File: src/common/eth_stream_pkg.sv
//////////////////////////////
// stream beat types and channel constants
// imported by the switch, the traffic controllers and the top
//////////////////////////////
`default_nettype none

package eth_stream_pkg;

	// the address map has room for two std regions only
	localparam int NUM_CHANNELS = 2;

	typedef logic [63:0] st_data_t;

	// unused bytes in the last word of a packet
	typedef logic [2:0] st_empty_t;

	// one beat, 70 bits; valid and ready travel beside it
	typedef struct packed {
		st_data_t  data;
		st_empty_t empty;
		logic      sop;
		logic      eop;
		logic      error;
	} st_beat_t;

	// switch source slots
	localparam int SRC_ALT = 0;
	localparam int SRC_STD = 1;

endpackage

`default_nettype wire

File: src/common/csr_map_pkg.sv
//////////////////////////////
// register bus types, region map and register offsets
//////////////////////////////
`default_nettype none

package csr_map_pkg;

	typedef logic [13:0] csr_addr_t;
	typedef logic [31:0] csr_data_t;

	// request as driven by the bus master, 48 bits
	typedef struct packed {
		logic      read;
		logic      write;
		csr_addr_t addr;
		csr_data_t wdata;
	} mm_req_t;

	// regions picked by addr[13:12], 4K words each
	typedef enum logic [1:0] {
		REG_ALT  = 2'd0,
		REG_SEL  = 2'd1,
		REG_STD0 = 2'd2,
		REG_STD1 = 2'd3
	} region_t;

	// offset bits inside one region
	localparam int OFS_WIDTH = 12;

	// std controller registers, any other offset reads 0
	localparam csr_addr_t OFS_PKT_COUNT = 14'd0;
	localparam csr_addr_t OFS_PKT_LEN   = 14'd1;
	localparam csr_addr_t OFS_START     = 14'd2;
	localparam csr_addr_t OFS_TX_COUNT  = 14'd3;
	localparam csr_addr_t OFS_RX_GOOD   = 14'd4;
	localparam csr_addr_t OFS_RX_BAD    = 14'd5;

endpackage

`default_nettype wire

File: src/logic/csr_fabric.sv
//////////////////////////////
// register bus decode, read return with one wait cycle
// and the path selector register
//////////////////////////////
`default_nettype none

module csr_fabric
	import eth_stream_pkg::*;
	import csr_map_pkg::*;
(
	input  wire            clk,
	input  wire            rst,
	input  wire mm_req_t   mm_req,
	input  wire csr_data_t std_rdata [NUM_CHANNELS],
	output csr_data_t      mm_rdata,
	output logic           mm_waitrequest,
	output mm_req_t        std_req [NUM_CHANNELS],
	output logic           path_sel
);
	region_t                 region;
	logic                    sel_hit;
	logic [NUM_CHANNELS-1:0] std_hit;
	logic                    rd_done;
	csr_data_t               rd_mux;

	assign region  = region_t'(mm_req.addr[13:12]);
	assign sel_hit = (region == REG_SEL) && (mm_req.addr[OFS_WIDTH-1:0] == '0);

	// std regions follow each other from REG_STD0
	for (genvar i = 0; i < NUM_CHANNELS; i++)
	begin : g_std
		assign std_hit[i]       = (mm_req.addr[13:12] == 2'(int'(REG_STD0) + i));
		assign std_req[i].read  = mm_req.read & std_hit[i];
		assign std_req[i].write = mm_req.write & std_hit[i];
		assign std_req[i].addr  = csr_addr_t'(mm_req.addr[OFS_WIDTH-1:0]);
		assign std_req[i].wdata = mm_req.wdata;
	end

	// alt region is unmapped
	always_comb
	begin
		case (region)
			REG_SEL:  rd_mux = sel_hit ? csr_data_t'(path_sel) : '0;
			REG_STD0: rd_mux = std_rdata[0];
			REG_STD1: rd_mux = std_rdata[1];
			default:  rd_mux = '0;
		endcase
	end

	//////////////////////////////
	// read handshake
	//////////////////////////////

	// first read cycle stalls, the second returns the data
	assign mm_waitrequest = mm_req.read & ~rd_done;

	always_ff @(posedge clk)
	begin
		if (rst)
		begin
			rd_done  <= 1'b0;
			path_sel <= 1'b0;
		end
		else
		begin
			rd_done <= mm_waitrequest;
			if (mm_req.write && sel_hit)
				path_sel <= mm_req.wdata[0];
		end
	end

	always_ff @(posedge clk)
	begin
		if (mm_waitrequest)
			mm_rdata <= rd_mux;
	end

	// a stalled read stays on the bus with the same address
	a_hold_read: assert property (@(posedge clk) disable iff (rst)
		mm_waitrequest |=> mm_req.read && $stable(mm_req.addr));

endmodule

`default_nettype wire

File: src/logic/stream_switch.sv
//////////////////////////////
// per-channel transmit mux and receive demux
// a new select is taken only between packets
//////////////////////////////
`default_nettype none

module stream_switch
	import eth_stream_pkg::*;
(
	input  wire           clk,
	input  wire           rst,
	input  wire           path_sel,
	input  wire st_beat_t src_tx_beat [2],
	input  wire           src_tx_val [2],
	input  wire           mac_tx_ready,
	input  wire st_beat_t mac_rx_beat,
	input  wire           mac_rx_val,
	input  wire           sink_rx_ready [2],
	output logic          src_tx_ready [2],
	output st_beat_t      mac_tx_beat,
	output logic          mac_tx_val,
	output st_beat_t      sink_rx_beat,
	output logic          sink_rx_val [2],
	output logic          mac_rx_ready
);
	localparam int DIR_TX = 0;
	localparam int DIR_RX = 1;

	logic     sel [2];
	logic     dir_val [2];
	logic     dir_rdy [2];
	st_beat_t dir_beat [2];

	// mac side of each direction
	assign dir_val[DIR_TX]  = mac_tx_val;
	assign dir_rdy[DIR_TX]  = mac_tx_ready;
	assign dir_beat[DIR_TX] = mac_tx_beat;
	assign dir_val[DIR_RX]  = mac_rx_val;
	assign dir_rdy[DIR_RX]  = mac_rx_ready;
	assign dir_beat[DIR_RX] = mac_rx_beat;

	for (genvar d = 0; d < 2; d++)
	begin : g_dir
		logic sel_q;
		logic open_q;
		logic xfer;

		// closed direction follows the register straight away
		assign sel[d] = open_q ? sel_q : path_sel;
		assign xfer   = dir_val[d] & dir_rdy[d];

		always_ff @(posedge clk)
		begin
			if (rst)
			begin
				sel_q  <= 1'b0;
				open_q <= 1'b0;
			end
			else
			begin
				sel_q <= sel[d];
				if (xfer && dir_beat[d].eop)
					open_q <= 1'b0;
				else if (xfer && dir_beat[d].sop)
					open_q <= 1'b1;
			end
		end

		// a beat without sop only passes inside an open packet
		a_in_pkt: assert property (@(posedge clk) disable iff (rst)
			xfer && !dir_beat[d].sop |-> open_q);
	end

	assign mac_tx_beat  = src_tx_beat[sel[DIR_TX]];
	assign mac_tx_val   = src_tx_val[sel[DIR_TX]];
	assign sink_rx_beat = mac_rx_beat;
	assign mac_rx_ready = sink_rx_ready[sel[DIR_RX]];

	// unselected side sees ready or valid low
	for (genvar s = 0; s < 2; s++)
	begin : g_src
		assign src_tx_ready[s] = mac_tx_ready & (sel[DIR_TX] == 1'(s));
		assign sink_rx_val[s]  = mac_rx_val & (sel[DIR_RX] == 1'(s));
	end

endmodule

`default_nettype wire

File: src/std_tc/std_tc_gen.sv
//////////////////////////////
// packet generator, back-to-back beats with index payload
//////////////////////////////
`default_nettype none

module std_tc_gen
	import eth_stream_pkg::*;
#(
	parameter int CNT_WIDTH = 16
)(
	input  wire                  clk,
	input  wire                  rst,
	input  wire                  start,
	input  wire [CNT_WIDTH-1:0]  pkt_count,
	input  wire [CNT_WIDTH-1:0]  pkt_len,
	input  wire                  tx_ready,
	output st_beat_t             tx_beat,
	output logic                 tx_val,
	output logic [CNT_WIDTH-1:0] tx_count
);
	typedef enum logic {
		GEN_IDLE,
		GEN_SEND
	} gen_state_t;

	gen_state_t           state;
	logic [CNT_WIDTH-1:0] cnt_q;
	logic [CNT_WIDTH-1:0] len_q;
	logic [CNT_WIDTH-1:0] pkt_idx;
	logic [CNT_WIDTH-1:0] beat_idx;
	logic                 xfer;
	logic                 last_beat;

	assign tx_val    = (state == GEN_SEND);
	assign xfer      = tx_val & tx_ready;
	assign last_beat = (beat_idx == len_q - 1'b1);

	// packet index on top, beat index below
	assign tx_beat.data  = {32'(pkt_idx), 32'(beat_idx)};
	assign tx_beat.empty = '0;
	assign tx_beat.sop   = (beat_idx == '0);
	assign tx_beat.eop   = last_beat;
	assign tx_beat.error = 1'b0;

	always_ff @(posedge clk)
	begin
		if (rst)
		begin
			state    <= GEN_IDLE;
			pkt_idx  <= '0;
			beat_idx <= '0;
			tx_count <= '0;
		end
		else
		begin
			case (state)
				GEN_IDLE:
				begin
					if (start)
					begin
						pkt_idx  <= '0;
						beat_idx <= '0;
						tx_count <= '0;
						if (pkt_count != '0)
							state <= GEN_SEND;
					end
				end
				GEN_SEND:
				begin
					if (xfer && last_beat)
					begin
						beat_idx <= '0;
						tx_count <= tx_count + 1'b1;
						if (pkt_idx == cnt_q - 1'b1)
							state <= GEN_IDLE;
						else
							pkt_idx <= pkt_idx + 1'b1;
					end
					else if (xfer)
						beat_idx <= beat_idx + 1'b1;
				end
				default: state <= GEN_IDLE;
			endcase
		end
	end

	// run settings, zero length sends single beats
	always_ff @(posedge clk)
	begin
		if (state == GEN_IDLE && start)
		begin
			cnt_q <= pkt_count;
			len_q <= (pkt_len == '0) ? CNT_WIDTH'(1) : pkt_len;
		end
	end

endmodule

`default_nettype wire

File: src/std_tc/std_tc_mon.sv
//////////////////////////////
// receive checker, counts good and bad packets
//////////////////////////////
`default_nettype none

module std_tc_mon
	import eth_stream_pkg::*;
#(
	parameter int CNT_WIDTH = 16
)(
	input  wire                  clk,
	input  wire                  rst,
	input  wire                  start,
	input  wire [CNT_WIDTH-1:0]  pkt_count,
	input  wire st_beat_t        rx_beat,
	input  wire                  rx_val,
	input  wire                  stop_mon,
	output logic                 rx_ready,
	output logic [CNT_WIDTH-1:0] rx_good,
	output logic [CNT_WIDTH-1:0] rx_bad,
	output logic                 mon_active,
	output logic                 mon_done,
	output logic                 mon_error
);
	logic [CNT_WIDTH-1:0] beat_idx;
	logic [CNT_WIDTH-1:0] rx_idx;
	logic                 in_pkt;
	logic                 bad_q;
	logic                 bad_now;
	logic                 xfer;
	logic                 armed;
	st_data_t             exp_data;

	// sink never stalls
	assign rx_ready = 1'b1;
	assign xfer     = rx_val & rx_ready;

	// received packet number doubles as expected index
	assign rx_idx   = rx_good + rx_bad;
	assign exp_data = {32'(rx_idx), 32'(beat_idx)};
	assign bad_now  = bad_q | (rx_beat.data != exp_data) | rx_beat.error
		| (!in_pkt & !rx_beat.sop);

	assign mon_error = (rx_bad != '0);

	always_ff @(posedge clk)
	begin
		if (rst || start)
		begin
			beat_idx <= '0;
			in_pkt   <= 1'b0;
			bad_q    <= 1'b0;
			rx_good  <= '0;
			rx_bad   <= '0;
		end
		else if (xfer && rx_beat.eop)
		begin
			beat_idx <= '0;
			in_pkt   <= 1'b0;
			bad_q    <= 1'b0;
			if (bad_now)
				rx_bad <= rx_bad + 1'b1;
			else
				rx_good <= rx_good + 1'b1;
		end
		else if (xfer)
		begin
			beat_idx <= beat_idx + 1'b1;
			in_pkt   <= 1'b1;
			bad_q    <= bad_now;
		end
	end

	//////////////////////////////
	// run status
	//////////////////////////////

	always_ff @(posedge clk)
	begin
		if (rst)
		begin
			armed      <= 1'b0;
			mon_active <= 1'b0;
			mon_done   <= 1'b0;
		end
		else if (start)
		begin
			armed      <= 1'b1;
			mon_active <= 1'b0;
			mon_done   <= 1'b0;
		end
		else if (armed && (stop_mon || (mon_active && rx_idx >= pkt_count)))
		begin
			armed      <= 1'b0;
			mon_active <= 1'b0;
			mon_done   <= 1'b1;
		end
		else if (armed && xfer && rx_beat.sop)
			mon_active <= 1'b1;
	end

endmodule

`default_nettype wire

File: src/std_tc/std_traffic_ctrl.sv
//////////////////////////////
// std channel register block around generator and monitor
//////////////////////////////
`default_nettype none

module std_traffic_ctrl
	import eth_stream_pkg::*;
	import csr_map_pkg::*;
#(
	parameter int CNT_WIDTH = 16
)(
	input  wire           clk,
	input  wire           rst,
	input  wire mm_req_t  req,
	input  wire           tx_ready,
	input  wire st_beat_t rx_beat,
	input  wire           rx_val,
	input  wire           stop_mon,
	output csr_data_t     rdata,
	output st_beat_t      tx_beat,
	output logic          tx_val,
	output logic          rx_ready,
	output logic          mon_active,
	output logic          mon_done,
	output logic          mon_error
);
	logic [CNT_WIDTH-1:0] pkt_count;
	logic [CNT_WIDTH-1:0] pkt_len;
	logic [CNT_WIDTH-1:0] tx_count;
	logic [CNT_WIDTH-1:0] rx_good;
	logic [CNT_WIDTH-1:0] rx_bad;
	logic                 start;

	// start is a write strobe only
	assign start = req.write && (req.addr == OFS_START);

	always_ff @(posedge clk)
	begin
		if (rst)
		begin
			pkt_count <= '0;
			pkt_len   <= '0;
		end
		else if (req.write && req.addr == OFS_PKT_COUNT)
			pkt_count <= CNT_WIDTH'(req.wdata);
		else if (req.write && req.addr == OFS_PKT_LEN)
			pkt_len <= CNT_WIDTH'(req.wdata);
	end

	always_comb
	begin
		rdata = '0;
		if (req.read)
		begin
			case (req.addr)
				OFS_PKT_COUNT: rdata = csr_data_t'(pkt_count);
				OFS_PKT_LEN:   rdata = csr_data_t'(pkt_len);
				OFS_TX_COUNT:  rdata = csr_data_t'(tx_count);
				OFS_RX_GOOD:   rdata = csr_data_t'(rx_good);
				OFS_RX_BAD:    rdata = csr_data_t'(rx_bad);
				default:       rdata = '0;
			endcase
		end
	end

	std_tc_gen #(
		.CNT_WIDTH (CNT_WIDTH)
	) gen_i (
		.clk       (clk),
		.rst       (rst),
		.start     (start),
		.pkt_count (pkt_count),
		.pkt_len   (pkt_len),
		.tx_ready  (tx_ready),
		.tx_beat   (tx_beat),
		.tx_val    (tx_val),
		.tx_count  (tx_count)
	);

	std_tc_mon #(
		.CNT_WIDTH (CNT_WIDTH)
	) mon_i (
		.clk        (clk),
		.rst        (rst),
		.start      (start),
		.pkt_count  (pkt_count),
		.rx_beat    (rx_beat),
		.rx_val     (rx_val),
		.stop_mon   (stop_mon),
		.rx_ready   (rx_ready),
		.rx_good    (rx_good),
		.rx_bad     (rx_bad),
		.mon_active (mon_active),
		.mon_done   (mon_done),
		.mon_error  (mon_error)
	);

endmodule

`default_nettype wire

File: src/logic/eth_traffic_ctrl_top.sv
//////////////////////////////
// two-channel traffic controller top
// register fabric, std controllers and stream switches
//////////////////////////////
`default_nettype none

module eth_traffic_ctrl_top
	import eth_stream_pkg::*;
	import csr_map_pkg::*;
#(
	parameter int CNT_WIDTH = 16
)(
	input  wire           clk,
	input  wire           rst,
	input  wire mm_req_t  mm_req,
	input  wire           mac_tx_ready [NUM_CHANNELS],
	input  wire st_beat_t mac_rx_beat [NUM_CHANNELS],
	input  wire           mac_rx_val [NUM_CHANNELS],
	input  wire st_beat_t alt_tx_beat [NUM_CHANNELS],
	input  wire           alt_tx_val [NUM_CHANNELS],
	input  wire           alt_rx_ready [NUM_CHANNELS],
	input  wire           stop_mon [NUM_CHANNELS],
	output csr_data_t     mm_rdata,
	output logic          mm_waitrequest,
	output st_beat_t      mac_tx_beat [NUM_CHANNELS],
	output logic          mac_tx_val [NUM_CHANNELS],
	output logic          mac_rx_ready [NUM_CHANNELS],
	output logic          alt_tx_ready [NUM_CHANNELS],
	output st_beat_t      alt_rx_beat [NUM_CHANNELS],
	output logic          alt_rx_val [NUM_CHANNELS],
	output logic          mon_active [NUM_CHANNELS],
	output logic          mon_done [NUM_CHANNELS],
	output logic          mon_error [NUM_CHANNELS]
);
	mm_req_t   std_req [NUM_CHANNELS];
	csr_data_t std_rdata [NUM_CHANNELS];
	logic      path_sel;

	csr_fabric csr_fabric_i (
		.clk            (clk),
		.rst            (rst),
		.mm_req         (mm_req),
		.std_rdata      (std_rdata),
		.mm_rdata       (mm_rdata),
		.mm_waitrequest (mm_waitrequest),
		.std_req        (std_req),
		.path_sel       (path_sel)
	);

	for (genvar c = 0; c < NUM_CHANNELS; c++)
	begin : g_ch
		st_beat_t sw_tx_beat [2];
		logic     sw_tx_val [2];
		logic     sw_tx_ready [2];
		logic     sw_rx_val [2];
		logic     sw_rx_ready [2];
		st_beat_t sw_rx_beat;

		// alt slot comes straight from the top ports
		assign sw_tx_beat[SRC_ALT]  = alt_tx_beat[c];
		assign sw_tx_val[SRC_ALT]   = alt_tx_val[c];
		assign alt_tx_ready[c]      = sw_tx_ready[SRC_ALT];
		assign alt_rx_beat[c]       = sw_rx_beat;
		assign alt_rx_val[c]        = sw_rx_val[SRC_ALT];
		assign sw_rx_ready[SRC_ALT] = alt_rx_ready[c];

		std_traffic_ctrl #(
			.CNT_WIDTH (CNT_WIDTH)
		) std_tc_i (
			.clk        (clk),
			.rst        (rst),
			.req        (std_req[c]),
			.tx_ready   (sw_tx_ready[SRC_STD]),
			.rx_beat    (sw_rx_beat),
			.rx_val     (sw_rx_val[SRC_STD]),
			.stop_mon   (stop_mon[c]),
			.rdata      (std_rdata[c]),
			.tx_beat    (sw_tx_beat[SRC_STD]),
			.tx_val     (sw_tx_val[SRC_STD]),
			.rx_ready   (sw_rx_ready[SRC_STD]),
			.mon_active (mon_active[c]),
			.mon_done   (mon_done[c]),
			.mon_error  (mon_error[c])
		);

		stream_switch switch_i (
			.clk           (clk),
			.rst           (rst),
			.path_sel      (path_sel),
			.src_tx_beat   (sw_tx_beat),
			.src_tx_val    (sw_tx_val),
			.mac_tx_ready  (mac_tx_ready[c]),
			.mac_rx_beat   (mac_rx_beat[c]),
			.mac_rx_val    (mac_rx_val[c]),
			.sink_rx_ready (sw_rx_ready),
			.src_tx_ready  (sw_tx_ready),
			.mac_tx_beat   (mac_tx_beat[c]),
			.mac_tx_val    (mac_tx_val[c]),
			.sink_rx_beat  (sw_rx_beat),
			.sink_rx_val   (sw_rx_val),
			.mac_rx_ready  (mac_rx_ready[c])
		);
	end

endmodule

`default_nettype wire

File: config.mk
export PLATFORM = sky130hd
export DESIGN_NAME = eth_traffic_ctrl_top
export DESIGN_NICKNAME = d
export VERILOG_FILES = /design/src/common/eth_stream_pkg.sv /design/src/common/csr_map_pkg.sv /design/src/logic/csr_fabric.sv /design/src/logic/stream_switch.sv /design/src/std_tc/std_tc_gen.sv /design/src/std_tc/std_tc_mon.sv /design/src/std_tc/std_traffic_ctrl.sv /design/src/logic/eth_traffic_ctrl_top.sv
export SDC_FILE = /design/constraint.sdc
export NUM_CORES = 1
export LEC_CHECK = 0
export BUFFER_PORTS_ARGS = -buffer_cell sky130_fd_sc_hd__buf_2
export CELL_PAD_IN_SITES_DETAIL_PLACEMENT = 0
export CELL_PAD_IN_SITES_GLOBAL_PLACEMENT = 1
export CORE_AREA = 5 5 270 272
export DETAILED_ROUTE_END_ITERATION = 8
export DIE_AREA = 0 0 275 277
export HOLD_SLACK_MARGIN = 0.12
export PLACE_DENSITY_LB_ADDON = 0.1
export SYNTH_ARGS = -nofsm -noshare
export SYNTH_HDL_FRONTEND = slang
export SYNTH_SLANG_ARGS = --single-unit
File: constraint.sdc
create_clock -name clk -period 6 [get_ports clk]
set_clock_uncertainty 0.2 [all_clocks]
set_input_delay 1.2 -clock clk [delete_from_list [all_inputs] [get_ports clk]]
set_output_delay 1.2 -clock clk [all_outputs]
set_load 0.02 [all_outputs]
==> impl_metrics.py <==
metrics = {
    "logic_synthesis": {
        "synth_area_per_cell_um2": 8.45,
        "syn_area_um2": 24400,
        "syn-instance-count": 2885,
        "netlist.area_leader.share_pct": 22.8,
        "ys_types": 97,
        "seq_area_frac_synth_pct": 32.7,
        "yosys.area.top_type": "dfxtp_1",
        "async_flop_share_pct": 0,
        "yosys_warnings": 0,
        "synth_ff_type": "dfxtp_1",
        "ys_ff_latch": 358,
        "synth_edf_count": 80,
        "synthTopCellsByArea": "dfxtp_1, edfxtp_1, buf_4",
    },
    "detailed_routing": {
        "antenna_left": 0,
        "drc_errors": 0,
        "drt_iter0_markers": 1691,
        "dr_total_vias": 22401,
        "wl_per_cell_um": 20.3,
        "via_per_inst": 5.25,
        "routed_wl_um": 86800,
        "drtPass1Iterations": 6,
    },
    "placement": {
        "dp_cells": 4183,
        "pre_cts_ws_ps": 1110,
        "dpl_cell_area_um2": 27200,
        "hpwl_um": 68000,
        "gp_congestion": 0.869,
        "numPortBuffers": 622,
    },
    "global_routing": {
        "grt.overflow.total": 0,
        "grt_max_degree": 78,
        "grt_util_all_layers_pct": 21.5,
        "antenna_found_initial": 7,
        "grt_pass1_wl_um": 131000,
        "grt_pass1_vias": 21661,
    },
    "worst_setup_path": {
        "critPathMaxFanout": 6,
        "endpoint_kind": "output port",
        "startpoint_type": "flip-flop",
        "worstSetupPathType": "flip-flop to output port",
        "worstPathRequired_ps": 4600,
        "arrival_ps": 4070,
    },
    "layout": {
        "final_area_um2": 28800,
        "final_common_cell": "buf_2",
        "mostFrequentLayoutCells": "buf_2, dfxtp_1, nand2_1",
        "drive_above_1_share_pct": 26.3,
        "fillCellCount": 7243,
        "final_util_pct": 40.9,
        "stdcell_count": 4268,
        "nets": 3704,
        "syn_to_final_growth_pct": 18.3,
        "seqCellArea_um2": 7970,
        "multiInputGateArea_um2": 14300,
    },
    "min_path": {
        "holdCritPathClass": "flip-flop to flip-flop",
    },
    "clock_tree": {
        "hold_buffers": 0,
        "clk_latency_ps": 590,
        "cts_buffers": 45,
        "clockBufferDepth": 3,
        "clock-sinks": 358,
        "h-tree-depth": 2,
        "post_cts_buffers": 0,
        "clk_pin_slew_ps": 60,
        "ctsResizeCount": 0,
        "cts_tree": "done",
        "clockRootBuffer": "clkbuf_16",
    },
    "sta": {
        "holdWs_ps": 277,
        "layout_min_cycle_time_ps": 5470,
        "period_share_pct": 91.2,
        "max_freq_mhz": 183,
        "setup_viol": 0,
        "worst_slack_ps": 527,
        "tightest_slew_ps": 1180,
        "finalHoldViolations": 0,
        "rsz0062_at_grt": "no",
        "setup_tns_ps": 0,
        "relSlewSlack_pct": 20.9,
        "maxSlewViolCount": 0,
    },
    "die": {
        "die_area_um2": 76200,
        "core_region_area_um2": 70500,
        "die_h_um": 277,
        "die_x_um": 275,
        "initial_utilization_pct": 34.6,
        "rows": 98,
        "pin_count": 667,
    },
    "power_and_ir_drop": {
        "powerDensity_nw_per_um2": 210,
        "worst_ir_drop_vdd_mv": 0.166,
        "p_leak_nw": 11.6,
        "finalPower_mw": 6.05,
    },
    "outcome": {
        "status": "finished, final reports clean",
    },
    "run": {
        "cap_violations": 0,
    },
}
final timing paths:
kind / start / end / slack, ps / cells after the start
hold reg to reg: g_ch[0].std_tc_i.mon_i.bad_q / g_ch[0].std_tc_i.mon_i.bad_q / 280 / 2
setup / recovery: g_ch[0].std_tc_i.gen_i.len_q[3] / mac_tx_beat[71] / 530 / 8
setup reg to reg: g_ch[0].std_tc_i.mon_i.rx_bad[0] / g_ch[0].std_tc_i.mon_i.rx_good[3] / 1220 / 14
hold / removal: g_ch[0].std_tc_i.mon_i.bad_q / g_ch[0].std_tc_i.mon_i.bad_q / 280 / 2
power breakdown:
group          internal, mW  switching (mW)
sequential             2.46         0.00427
combinational         0.208           0.344
clock                  1.88            1.15
total                  4.55            1.49
registers in the layout (all words and copies together), names as in the netlist, 4 cells and up:
name / count
g_ch.switch_i.g_dir.sel_q: 4
g_ch.switch_i.g_dir.open_q: 4
g_ch.std_tc_i.mon_i.beat_idx: 32
g_ch.std_tc_i.mon_i.rx_good: 32
g_ch.std_tc_i.mon_i.rx_bad: 32
g_ch.std_tc_i.gen_i.cnt_q: 32
csr_fabric_i.mm_rdata: 16
g_ch.std_tc_i.gen_i.tx_count: 32
g_ch.std_tc_i.gen_i.pkt_idx: 32
g_ch.std_tc_i.gen_i.beat_idx: 32
g_ch.std_tc_i.pkt_len: 32
g_ch.std_tc_i.gen_i.len_q: 32
g_ch.std_tc_i.pkt_count: 32
metal layers:
metal | share of wire (%) | global-route usage (%) | wire, um
met4 | 2.0 | 5.12 | 1700
met1 | 45 | 29.9 | 39400
met2 | 47 | 35.1 | 40700
met3 | 5.8 | 3.51 | 5040
met5 | 0 | 0 | 0
Yosys cell counts (20+ instances only):
library cell / number
inv_1: 90
mux2_2: 88
and2_1: 90
a21o_1: 24
dfxtp_1: 278
nor2_1: 257
nor2b_1: 20
nor4_1: 69
o21ai_0: 114
xor2_1: 111
and3_1: 46
nand3_1: 79
nand4_1: 72
mux2i_1: 61
nand2b_1: 24
o211ai_1: 20
xnor2_1: 137
buf_4: 168
edfxtp_1: 80
or4_1: 26
clkbuf_1: 136
nand2_1: 273
or3_1: 46
ha_1: 82
a21oi_1: 134
a222oi_1: 32
nor3_1: 51
layout make-up:
cell class	instances	share of cell area [%]
clock inverter	24	1.32
sequential	358	27.6
inverter	90	1.17
multi-input combinational	2129	49.7
timing repair buffer	656	11.7
antenna	4	0.0347
clock buffer	57	4.28
tap	950	4.12
critical path, stage by stage (launching register included):
cell       delay (ps)
edfxtp_1          480
or4_4             610
and4bb_2          380
nand3_1           120
xnor2_1           140
a2111oi_0         760
nand4_1           380
o21ai_0           370
buf_2             240
cells by family after synthesis:
| group | count (synthesis) | share of synthesized area, % |
|---|---|---|
| simple gates | 1132 | 23.9 |
| compound gates | 487 | 13.3 |
| buf+inv | 413 | 9.00 |
| flops | 358 | 32.7 |
| xor+xnor | 261 | 10.1 |
| mux | 149 | 6.57 |
| fa+ha+maj | 84 | 4.37 |
| other cells | 1 | 0.0154 |
No activity file was read; power rests on OpenSTA's default activity.
